==> config.mk <==
export PLATFORM = sky130hd
export DESIGN_NAME = hex_stream_top
export DESIGN_NICKNAME = d
export VERILOG_FILES = /design/src/rtl/hex_stream_pkg.sv /design/src/rtl/send_pacer.sv /design/src/rtl/pattern_sequencer.sv /design/src/rtl/ascii_formatter.sv /design/src/rtl/uart_tx.sv /design/src/rtl/hex_stream_top.sv
export SDC_FILE = /design/constraint.sdc
export NUM_CORES = 1
export LEC_CHECK = 0
export BUFFER_PORTS_ARGS = -buffer_cell sky130_fd_sc_hd__buf_2
export CAP_MARGIN = 20
export CORE_UTILIZATION = 60
export CTS_CLUSTER_SIZE = 30
export DETAILED_ROUTE_END_ITERATION = 16
export PLACE_DENSITY = 0.79
export SYNTH_ARGS = -nofsm -noshare
export SYNTH_HDL_FRONTEND = slang
export SYNTH_SLANG_ARGS = --single-unit
export TNS_END_PERCENT = 10
==> constraint.sdc <==
create_clock -name clock -period 2.04 [get_ports clock]
set_input_delay 0.408 -clock clock [delete_from_list [all_inputs] [get_ports clock]]
set_output_delay 0.408 -clock clock [all_outputs]
set_load 0.02 [all_outputs]
==> src/rtl/hex_stream_pkg.sv <==
// hex stream package
// line layout constants, ascii codes and state encodings shared by
// the pattern transmitter blocks

package hex_stream_pkg;

	// line layout
	localparam int hex_digits  = 16; // characters per hex group
	localparam int line_chars  = 64; // printable characters per line
	localparam int line_length = 66; // printable characters plus cr and lf
	localparam int index_width = 7;  // enough for 0..65

	// ascii codes
	localparam logic [7:0] ascii_cr          = 8'h0d;
	localparam logic [7:0] ascii_lf          = 8'h0a;
	localparam logic [7:0] ascii_zero        = 8'h30;
	localparam logic [7:0] ascii_a_minus_ten = 8'd87; // 'a' lands on digit 10

	// sequencer states
	typedef enum logic [1:0] {
		seq_idle      = 2'd0, // paused, enable low
		seq_wait_tick = 2'd1, // waiting for a tick with the line free
		seq_strobe    = 2'd2, // formatter settles, strobe goes out
		seq_wait_busy = 2'd3  // waiting for the transmitter to pick it up
	} seq_state_t;

	// transmitter states
	typedef enum logic [1:0] {
		tx_idle  = 2'd0,
		tx_start = 2'd1,
		tx_data  = 2'd2,
		tx_stop  = 2'd3
	} tx_state_t;

endpackage

==> src/rtl/send_pacer.sv <==
// send pacer
// free-running timer, one pace tick per 2**(pace_bits+1) cycles
// first tick a full period after reset

module send_pacer #(
	parameter int pace_bits = 15
) (
	input  logic clock,
	input  logic reset,
	output logic pace_tick
);

	logic [pace_bits:0] count;
	logic               wrap;

	// about to roll over to zero
	assign wrap = &count;

	always_ff @(posedge clock) begin
		if (reset) begin
			count     <= '0;
			pace_tick <= 1'b0;
		end else begin
			count     <= count + 1'b1; // wraps naturally
			pace_tick <= wrap;         // high in the cycle count reads zero
		end
	end

endmodule

==> src/rtl/pattern_sequencer.sv <==
// pattern sequencer
// steps the character index on accepted pace ticks and strobes the
// transmitter one cycle later, once the formatter has the new code

module pattern_sequencer (
	input  logic                                   clock,
	input  logic                                   reset,
	input  logic                                   enable,
	input  logic                                   pace_tick,
	input  logic                                   busy,
	output logic [hex_stream_pkg::index_width-1:0] char_index,
	output logic                                   char_strobe
);

	localparam int iw = hex_stream_pkg::index_width;
	localparam logic [iw-1:0] last_index = iw'(hex_stream_pkg::line_length - 1);

	hex_stream_pkg::seq_state_t state;
	logic                       accept;
	logic [iw-1:0]              next_index;

	// a tick only counts with the line free and the stream enabled
	assign accept = (state == hex_stream_pkg::seq_wait_tick) && enable && pace_tick && !busy;

	assign next_index = (char_index == last_index) ? '0 : char_index + 1'b1; // 65 -> 0

	always_ff @(posedge clock) begin
		if (reset) begin
			state       <= hex_stream_pkg::seq_idle;
			char_index  <= last_index; // first character out is '0'
			char_strobe <= 1'b0;
		end else begin
			char_strobe <= 1'b0; // single cycle pulse
			case (state)
				hex_stream_pkg::seq_idle: begin
					if (enable) begin
						state <= hex_stream_pkg::seq_wait_tick;
					end
				end
				hex_stream_pkg::seq_wait_tick: begin
					if (!enable) begin
						state <= hex_stream_pkg::seq_idle; // pause between characters
					end else if (accept) begin
						char_index <= next_index;
						state      <= hex_stream_pkg::seq_strobe;
					end
				end
				hex_stream_pkg::seq_strobe: begin
					// formatter registers the new code in this same edge
					char_strobe <= 1'b1;
					state       <= hex_stream_pkg::seq_wait_busy;
				end
				hex_stream_pkg::seq_wait_busy: begin
					// busy falling is covered by the accept condition
					if (busy) begin
						state <= hex_stream_pkg::seq_wait_tick;
					end
				end
				default: state <= hex_stream_pkg::seq_idle;
			endcase
		end
	end

	// never strobe into a frame that is still going out
	strobe_while_busy: assert property (
		@(posedge clock) disable iff (reset) char_strobe |-> !busy
	);

	index_in_range: assert property (
		@(posedge clock) disable iff (reset) char_index <= last_index
	);

endmodule

==> src/rtl/ascii_formatter.sv <==
// ascii formatter
// registered map from character index to a lower case hex digit,
// cr at index 64 and lf at index 65

module ascii_formatter (
	input  logic                                   clock,
	input  logic                                   reset,
	input  logic [hex_stream_pkg::index_width-1:0] char_index,
	output logic [7:0]                             char_data
);

	logic [3:0] digit;
	logic [7:0] next_code;

	// position within the current hex group
	assign digit = 4'(char_index % hex_stream_pkg::hex_digits);

	always_comb begin
		if (char_index < hex_stream_pkg::line_chars) begin
			if (digit < 4'd10) begin
				next_code = hex_stream_pkg::ascii_zero + 8'(digit); // 0-9
			end else begin
				next_code = hex_stream_pkg::ascii_a_minus_ten + 8'(digit); // a-f
			end
		end else if (char_index == hex_stream_pkg::line_chars) begin
			next_code = hex_stream_pkg::ascii_cr;
		end else begin
			// index 65, the line end
			next_code = hex_stream_pkg::ascii_lf;
		end
	end

	always_ff @(posedge clock) begin
		if (reset) begin
			char_data <= hex_stream_pkg::ascii_lf; // matches index 65 after reset
		end else begin
			char_data <= next_code;
		end
	end

endmodule

==> src/rtl/uart_tx.sv <==
// uart transmitter
// 8N1 serializer, lsb first, busy from start bit to end of stop bit

module uart_tx #(
	parameter int clocks_per_bit = 104
) (
	input  logic       clock,
	input  logic       reset,
	input  logic       char_strobe,
	input  logic [7:0] char_data,
	output logic       tx,
	output logic       busy
);

	localparam int cw = (clocks_per_bit > 1) ? $clog2(clocks_per_bit) : 1;
	localparam logic [cw-1:0] last_count = cw'(clocks_per_bit - 1);

	hex_stream_pkg::tx_state_t state;
	logic [cw-1:0]             count;     // clocks within the current bit
	logic [2:0]                bit_count; // data bit being sent
	logic [7:0]                shift;
	logic                      bit_done;

	assign bit_done = (count == last_count);

	always_ff @(posedge clock) begin
		if (reset) begin
			state     <= hex_stream_pkg::tx_idle;
			count     <= '0;
			bit_count <= '0;
			tx        <= 1'b1; // line idles high
			busy      <= 1'b0;
		end else begin
			count <= bit_done ? '0 : count + 1'b1;
			case (state)
				hex_stream_pkg::tx_idle: begin
					count <= '0;
					if (char_strobe) begin
						state <= hex_stream_pkg::tx_start;
						tx    <= 1'b0; // start bit
						busy  <= 1'b1;
					end
				end
				hex_stream_pkg::tx_start: begin
					if (bit_done) begin
						state     <= hex_stream_pkg::tx_data;
						tx        <= shift[0];
						bit_count <= '0;
					end
				end
				hex_stream_pkg::tx_data: begin
					if (bit_done) begin
						if (bit_count == 3'd7) begin
							state <= hex_stream_pkg::tx_stop;
							tx    <= 1'b1; // stop bit
						end else begin
							tx        <= shift[bit_count + 1'b1];
							bit_count <= bit_count + 1'b1;
						end
					end
				end
				hex_stream_pkg::tx_stop: begin
					if (bit_done) begin
						state <= hex_stream_pkg::tx_idle;
						busy  <= 1'b0;
					end
				end
				default: state <= hex_stream_pkg::tx_idle;
			endcase
		end
	end

	// byte held for the whole frame
	always_ff @(posedge clock) begin
		if (state == hex_stream_pkg::tx_idle && char_strobe) begin
			shift <= char_data;
		end
	end

	idle_line_high: assert property (
		@(posedge clock) disable iff (reset) (state == hex_stream_pkg::tx_idle) |-> tx
	);

endmodule

==> src/rtl/hex_stream_top.sv <==
// hex stream transmitter top level
// pacer, sequencer, formatter and uart tx sending repeated hex lines

module hex_stream_top #(
	parameter int clocks_per_bit = 104,
	parameter int pace_bits      = 15
) (
	input  logic       clock,
	input  logic       reset,
	input  logic       enable,
	output logic       tx,
	output logic       busy,
	output logic       char_strobe,
	output logic [7:0] char_data
);

	logic                                   pace_tick;
	logic [hex_stream_pkg::index_width-1:0] char_index;

	send_pacer #(
		.pace_bits(pace_bits)
	) pacer (
		.clock     (clock),
		.reset     (reset),
		.pace_tick (pace_tick)
	);

	pattern_sequencer sequencer (
		.clock       (clock),
		.reset       (reset),
		.enable      (enable),
		.pace_tick   (pace_tick),
		.busy        (busy),
		.char_index  (char_index),
		.char_strobe (char_strobe)
	);

	ascii_formatter formatter (
		.clock      (clock),
		.reset      (reset),
		.char_index (char_index),
		.char_data  (char_data)
	);

	uart_tx #(
		.clocks_per_bit(clocks_per_bit)
	) transmitter (
		.clock       (clock),
		.reset       (reset),
		.char_strobe (char_strobe),
		.char_data   (char_data),
		.tx          (tx),
		.busy        (busy)
	);

endmodule

After elaboration in Yosys (flattened, before gate mapping)
Cells that the tools add are included.
- output and inout bits: 11
- register bits: 57
- word-level logic and storage cells: 88
- reduce and logical (&&, ||, !) cells: 18
- order comparisons: 3
- equal/unequal tests: 19
- add/sub/neg operators: 6
- multiplexer cells: 30
- operators by type and width (operator ; count):
    7-bit equality test, second input constant ; 3
    2-bit 2-to-1 mux ; 9
    16-bit by 1-bit adder with 16-bit output, second input constant ; 1
    8-bit 2-to-1 mux ; 2
    2-bit one-hot mux with 4 select lines ; 2
    16-bit AND reduction ; 1
    7-bit by 1-bit adder with 7-bit output, second input constant ; 2
    3-bit 2-to-1 mux ; 4
    2-bit by 1-bit != test with 1-bit output, second input constant ; 5
    3-bit AND reduction ; 3
    7-bit by 4-bit adder with 8-bit output, first input constant ; 1
    2-bit equality test, second input constant ; 4
    1-bit 2-to-1 mux ; 8
    4-bit AND reduction ; 2
    6-bit by 4-bit adder with 7-bit output, first input constant ; 1
    7-bit less-than comparator, second input constant ; 1
    7-bit 2-to-1 mux ; 1
    2-bit != test, second input constant ; 3
    3-bit one-hot mux with 2 select lines ; 1
    5-bit AND reduction ; 1
    2-bit by 1-bit equality test with 1-bit output, second input constant ; 2
    1-bit logical AND ; 4
    2-bit zero test ; 2
    3-bit by 4-bit less-than comparator with 1-bit output, second input constant ; 1
    other kinds (11) ; 12

Depth between registers and ports, before layout
Gate-level depths: netlist of run 1.
- depth in word-level cells: 7
- gate-level depth with buffers: 7
- depth with buffers taken out: 6

Modules after synthesis
From an unflattened synthesis of run 1, not the netlist that was laid out.
- cells, all modules: 277
- area, all modules: 2642.5 µm²
- by module, submodules not included (module ; instances ; area each (µm²) ; cells an instance):
    uart_tx ; 1 ; 1053.5 ; 101
    send_pacer ; 1 ; 744.5 ; 82
    pattern_sequencer ; 1 ; 550.5 ; 60
    ascii_formatter ; 1 ; 294.0 ; 34

Worst setup path before layout of run 1
Ideal clock, no wire load.
- path kind: register to register
- start: register transmitter.bit_count[0]
- end: register transmitter.tx
- data arrival time: 1582 ps
- setup slack: 342 ps
- path buffers: 0
- setup time: 116 ps
- data required time: 1924 ps
- stages on the path, launching flop included: 6
- clock period less this slack: 1698 ps
- path through: dfxtp_1 > ha_1 > mux4_2 > nor2b_1 > o31ai_1 > a41o_1
- cells in the longest elaborated chain, start to end: 6
- elaborated cells on any way between the ends: 7
- classes of those cells: add/sub: 1; eq/ne: 1; mux: 5
- ends and longest elaborated chain (element ; RTL line ; source):
    from (decl) ; uart_tx.sv:20 ; logic [2:0] bit_count;
    from (signal assigned) ; uart_tx.sv:58 ; bit_count <= bit_count + 1'b1;
    3-bit by 1-bit adder with 3-bit output ; uart_tx.sv:57 ; tx <= shift[bit_count + 1'b1];
    1-bit binary-select mux with 3-bit select ; uart_tx.sv:57 ;
    1-bit 2-to-1 mux (implied by the code) ; uart_tx.sv:57 ;
    1-bit 2-to-1 mux (*) ; uart_tx.sv:53 ; if (bit_count == 3'd7) begin
    1-bit 2-to-1 mux (*) ; uart_tx.sv:52 ; if (bit_done) begin
    1-bit one-hot mux with 3 select lines (*) ; uart_tx.sv:35 ; case (state)
    to (signal assigned) ; uart_tx.sv:47 ; tx <= shift[0];
    to (signal assigned) ; uart_tx.sv:57 ;
    to (decl) ; uart_tx.sv:11 ; output logic tx,
Mark *: on every way between the ends. The rest lies on a longest branch, timed or not. The select of a mux whose other input is x is not followed.
A chain may end at the register's enable or synchronous reset.

Final worst setup path of run 1
Same ends and word-level chain as after synthesis.

==> results.py, run 1 <==
metrics = {
    "placement": {
        "dpl.hpwl_um": 3173,
        "preCtsSetupSlack_ns": 0.2389,
        "globalplace.congestion": 0.8019,
        "port_buffers": 12,
        "dp_cells": 326,
    },
    "final_layout": {
        "finalNonFillerCells": 334,
        "diodes": 0,
        "fin_nets": 301,
        "fin_util_pct": 67.98,
        "area_growth_pct": 7.939,
        "drive_gt1_share_pct": 10.56,
    },
    "worst_setup_path": {
        "crit_type": "register to register",
        "critPathRequiredTime_ns": 2.26,
        "endpoint": "transmitter.tx$_SDFFE_PP1P_",
        "cp_max_fo": 6,
        "worstReg2RegStart": "transmitter.bit_count[0]$_SDFFE_PP0P_",
        "cp.arrival_ns": 2.05,
        "worstSetupStartpointType": "register",
        "crit_start": "transmitter.bit_count[0]$_SDFFE_PP0P_",
        "r2r_slack_ns": 0.21,
        "critPathCaptureType": "register",
        "rr_worst_depth": 5,
        "r2r_end": "transmitter.tx$_SDFFE_PP1P_",
    },
    "sta": {
        "slew_headroom_pct": 59.59,
        "fin_ws_ns": 0.2124,
        "final_hold_viol_count": 0,
        "worst_pin_slew_ns": 0.5977,
        "setup_viol": 0,
        "skew_ns": 0.008113,
        "min_period_ns": 1.828,
        "report.final.slew_viol_count": 0,
        "rsz0062_at_grt": "no",
        "fin_crit_sh_pct": 89.59,
        "setup_tns_ns": 0,
        "fmax_ghz": 0.5472,
        "holdWs_ns": 0.4396,
    },
    "yosys": {
        "netlist_instances": 272,
        "synth_ff_type": "dfxtp_1",
        "synth.distinct_cells": 53,
        "synth_area_leader_cell": "dfxtp_1",
        "synth_top_area_share_pct": 37.87,
        "seq_area_frac_synth_pct": 46.15,
        "syn_nets": 290,
        "ys_top_cells_by_count": "dfxtp_1, nor2_1, nand2_1",
        "synth_edf_count": 7,
        "synth_warnings": 0,
        "syn-cell-area_sq_mm": 0.002537,
        "synth.ff_latch_count": 55,
        "syn_avg_cell_area_sq_um": 9.329,
        "synthArstFlopShare_pct": 0,
        "synth_most_common_cell": "dfxtp_1",
        "yosys-top-cells-area": "dfxtp_1, edfxtp_1, ha_1",
    },
    "drt": {
        "drc": 0,
        "viasPerCell": 5.500,
        "wire_per_inst_um": 13.20,
        "drt-initial-drc-count": 79,
        "drt_wl_total_um": 4410,
        "first_pass_iters": 5,
        "vias": 1837,
        "drtAntennaViolNets": 0,
    },
    "die": {
        "die-height_um": 67.03,
        "die_w_um": 67.03,
        "initial_core_util_pct": 62.98,
        "die_area_sq_mm": 0.004493,
        "io_pins": 14,
        "num_rows": 23,
        "coreArea_sq_mm": 0.004029,
    },
    "cts": {
        "ctsHoldBuffers": 0,
        "numCtsBuffers": 5,
        "htree_levels": 2,
        "cts_resized": 0,
        "clock_latency_ns": 0.31,
        "cts_setup_buffers": 0,
        "cts_root_buf": "clkbuf_8",
        "clkTransAtPathRegs_ns": 0.10,
        "cts_sinks": 55,
        "cts_tree": "done",
        "cts_buffer_depth": 2,
    },
    "grt": {
        "grt_pass1_wl_um": 7093,
        "grt_pass1_vias": 1698,
        "overflow": 0,
        "track_usage_pct": 21.54,
        "grt_max_degree": 20,
        "grt_antenna_before_repair": 0,
    },
    "min_path": {
        "hold_path_class": "register to register",
    },
    "job": {
        "maxCapViolCount": 0,
    },
    "power": {
        "max-vdd-ir-drop_v": 0.0004278,
        "powerDensity_mw_per_mm2": 764.5,
        "p_leak_nw": 1.065,
    },
    "outcome": {
        "status": "finished, final reports clean",
    },
}
==> metal layers <==
layer	global-route usage, %	wire length (um)	up-vias
met4	10.11	63	0
met1	24.36	2120	849
met2	37.13	2118	17
met5	0	0	-
met3	5.651	106	4
li1	-	-	967
==> final cells by class <==
class                   count  area [sq um]
clock buffers               6         72.57
clock inverters             2         37.54
fillers                   346          1290
inverters                  14         52.55
multi-input cells         194          1275
flip-flops and latches     55          1171
well taps                  50         62.56
repair buffers             13         67.56
==> logic make-up after synthesis <==
| family | after synthesis | share of synthesized area (%) |
|---|---|---|
| muxes | 4 | 2.170 |
| AOI/OAI and AO/OA | 42 | 10.45 |
| DFF | 55 | 46.15 |
| buffers and inverters | 23 | 3.599 |
| adders and majority gates | 15 | 7.396 |
| xor gates and xnor gates | 19 | 6.558 |
| other | 1 | 0.1478 |
| and+or+nand+nor | 113 | 23.52 |
==> power breakdown <==
group	internal, W	switching (W)
clock	0.000366	0.000344
combinational	0.0000891	0.000147
sequential	0.00112	0.0000256
==> placed cells by master, fill, tap and decap left out, drive strengths merged, types with 7 or more instances in the layout <==
cell type / n
buf: 13
o21ai: 11
nor2b: 11
nor2: 30
ha: 15
edfxtp: 7
nand4: 9
nand3: 9
and3: 7
nand2: 19
dfxtp: 48
inv: 14
a21oi: 14
xor2: 13
==> registers in the layout, summed over array words and instances (netlist names) <==
name	cells
sequencer.state	2
pacer.pace_tick	1
formatter.char_data	7
sequencer.char_strobe	1
transmitter.busy	1
transmitter.state	2
transmitter.count	7
transmitter.shift	7
pacer.count	16
sequencer.char_index	7
transmitter.bit_count	3
transmitter.tx	1
==> worst min path at each step <==
| stage | startpoint | endpoint | slack (ns) | cells past startpoint |
|---|---|---|---|---|
| 6_report | formatter.char_data[4]$_SDFF_PP0_ | transmitter.shift[4]$_DFFE_PP_ | 0.44 | 0 |
| 5_1_grt | formatter.char_data[4]$_SDFF_PP0_ | transmitter.shift[4]$_DFFE_PP_ | 0.45 | 0 |
| 4_1_cts | formatter.char_data[4]$_SDFF_PP0_ | transmitter.shift[4]$_DFFE_PP_ | 0.44 | 0 |
| 3_5_place_dp | formatter.char_data[2]$_SDFF_PP0_ | transmitter.shift[2]$_DFFE_PP_ | 0.42 | 0 |
| 3_3_place_gp | formatter.char_data[2]$_SDFF_PP0_ | transmitter.shift[2]$_DFFE_PP_ | 0.41 | 0 |
| 2_1_floorplan | transmitter.count[0]$_SDFF_PP0_ | transmitter.count[0]$_SDFF_PP0_ | 0.42 | 1 |
==> critical path, stage by stage, from the launching register on <==
cell     delay, ns
dfxtp_1       0.36
ha_1          0.40
mux4_2        0.51
nor2b_1       0.13
o31ai_1       0.09
a41o_1        0.24
==> through the flow <==
stage | area [sq um] | power [W]
after CTS | 2739 | 0.002108
final | 2739 | 0.002094
after global routing | 2739 | 0.002184
after global placement | 2629 | 0.001401
after detailed placement | 2629 | 0.001409
after floorplan | 2537 | 0.001350
(Power assumes the default switching activity.)
==> run 2, diff against run 1 <==
- CORE_ASPECT_RATIO: default -> 1.5
- CORE_UTILIZATION: 60 -> 50
- PLACE_DENSITY: 0.79 -> 0.67
==> run 2 against run 1 <==
Against the previous run: flip-flop and latch count did not move; highest routed layer unchanged; total power fell by 4.9%; worst setup slack got worse by 0.019 ns; via count rose by 2.6%; critical path depth did not move; largest power group unchanged; hold slack improved by 0.0072 ns; largest cell class unchanged; first-iteration DRC count rose by 23%; clock skew rose by 0.0014 ns.
==> results.py, run 2 (synthesis results as in run 1) <==
metrics = {
    "final_layout": {
        "fin_nets": 301,
        "largest_reg_flops": 16,
        "drive_gt1_share_pct": 10.92,
        "fin_util_pct": 56.57,
        "area_growth_pct": 8.087,
        "num-fill-cells": 477,
        "finalNonFillerCells": 350,
        "diodes": 0,
        "layout_common_cells": "dfxtp_1, nor2_1, nand2_1",
        "final_common_cell": "dfxtp_1",
        "largest-register": "pacer.count",
    },
    "drt": {
        "drt-initial-drc-count": 97,
        "vias": 1885,
        "drt_wl_total_um": 4423,
        "first_pass_iters": 4,
        "drtAntennaViolNets": 0,
        "wire_per_inst_um": 12.64,
        "drc": 0,
        "viasPerCell": 5.386,
    },
    "sta": {
        "setup_viol": 0,
        "min_period_ns": 1.846,
        "setup_tns_ns": 0,
        "fin_crit_sh_pct": 90.50,
        "skew_ns": 0.009546,
        "final_hold_viol_count": 0,
        "worst_pin_slew_ns": 0.5445,
        "fmax_ghz": 0.5417,
        "slew_headroom_pct": 63.19,
        "holdWs_ns": 0.4468,
        "rsz0062_at_grt": "no",
        "report.final.slew_viol_count": 0,
    },
    "min_path": {
        "holdPathStages": 0,
        "hold_path_class": "register to register",
        "min_to": "transmitter.shift[4]$_DFFE_PP_",
        "worstHoldStart": "formatter.char_data[4]$_SDFF_PP0_",
    },
    "worst_setup_path": {
        "r2r_end": "transmitter.tx$_SDFFE_PP1P_",
        "cp_max_fo": 6,
        "crit_type": "register to register",
        "cp.arrival_ns": 2.06,
        "worstReg2RegStart": "transmitter.bit_count[0]$_SDFFE_PP0P_",
        "cp_cell_sequence": "ha_1 -> mux4_2 -> nor2b_1 -> o31ai_1 -> a41o_1",
        "crit_buf_inv": 0,
        "cpMaxStageDelayCell": "mux4_2",
        "rr_worst_depth": 5,
        "max_stage_delay_ns": 0.52,
        "path_depth": 5,
        "critPathCaptureType": "register",
        "crit_family": "multiplexers",
        "worstSetupStartpointType": "register",
        "r2r_slack_ns": 0.19,
        "critPathRequiredTime_ns": 2.26,
    },
    "placement": {
        "globalplace.congestion": 0.7702,
        "dpl.hpwl_um": 3301,
        "dp_cells": 342,
        "port_buffers": 12,
    },
    "cts": {
        "cts_resized": 0,
        "clkTransAtPathRegs_ns": 0.10,
        "cts_setup_buffers": 0,
        "htree_levels": 2,
        "numCtsBuffers": 5,
        "cts_tree": "done",
        "ctsHoldBuffers": 0,
        "cts_root_buf": "clkbuf_8",
        "clock_latency_ns": 0.31,
        "cts_buffer_depth": 2,
        "cts_sinks": 55,
    },
    "die": {
        "coreArea_sq_mm": 0.004848,
        "die_w_um": 60.17,
        "die-height_um": 89.25,
        "io_pins": 14,
        "die_area_sq_mm": 0.005370,
        "initial_core_util_pct": 52.34,
        "num_rows": 31,
    },
    "power": {
        "max-vdd-ir-drop_v": 0.0004900,
        "p_leak_nw": 1.058,
        "powerDensity_mw_per_mm2": 726.2,
    },
    "grt": {
        "grt_pass1_wl_um": 7562,
        "grt_antenna_before_repair": 0,
        "overflow": 0,
        "grt_pass1_vias": 1783,
        "track_usage_pct": 18.92,
        "grt_max_degree": 21,
    },
    "job": {
        "maxCapViolCount": 0,
    },
    "outcome": {
        "status": "finished, final reports clean",
    },
}
run 2: cell count changes in the layout (fill, tap and decap cells not counted), sizes merged:
cell,change
bufinv,-1
clkinv,+2
clkbuf,-1
run 2: stage by stage:
stage               area, sq um  worst slack [ns]  total power (W)
detailed placement         2649            0.2222         0.001409
global placement           2649            0.2694         0.001405
finish                     2743            0.1938         0.001992
floorplan                  2537            0.3420         0.001350
CTS                        2743            0.1977         0.002021
global route               2743           0.06712         0.002106
run 2: area by class of cell:
cell class / instances / area (sq um) / area share [%]
clock buffers: 5 / 68.82 / 2.509
well taps: 66 / 82.58 / 3.011
flip-flops and latches: 55 / 1171 / 42.70
repair buffers: 13 / 67.56 / 2.464
inverters: 14 / 52.55 / 1.916
multi-input cells: 194 / 1275 / 46.49
clock inverters: 3 / 25.02 / 0.9124
run 2: worst max-delay path by stage:
stage,end,startpoint,slack (ns)
after floorplan,transmitter.tx$_SDFFE_PP1P_,transmitter.bit_count[0]$_SDFFE_PP0P_,0.34
after global placement,transmitter.tx$_SDFFE_PP1P_,transmitter.bit_count[0]$_SDFFE_PP0P_,0.27
after detailed placement,transmitter.tx$_SDFFE_PP1P_,transmitter.bit_count[0]$_SDFFE_PP0P_,0.22
after CTS,transmitter.tx$_SDFFE_PP1P_,transmitter.bit_count[0]$_SDFFE_PP0P_,0.20
after global routing,transmitter.tx$_SDFFE_PP1P_,transmitter.bit_count[0]$_SDFFE_PP0P_,0.07
final,transmitter.tx$_SDFFE_PP1P_,transmitter.bit_count[0]$_SDFFE_PP0P_,0.19
run 2: power by group:
group	switching, W	internal (W)
registers	0.0000272	0.00112
clock network	0.000362	0.000246
logic	0.000146	0.0000890
total	0.000535	0.00146
run 2: worst reg2reg max path, cell delays in order, from the launching register on:
cell and delay (ns):
dfxtp_1 0.37, ha_1 0.39, mux4_2 0.52, nor2b_1 0.13, o31ai_1 0.09, a41o_1 0.25
run 2: per-layer routing:
metal	global-route usage [%]	vias to the layer above	wire length (um)
li1	-	967	-
met1	19.13	901	1798
met2	35.06	12	2464
met3	5.210	5	89
met4	8.245	0	70
met5	0	-	0
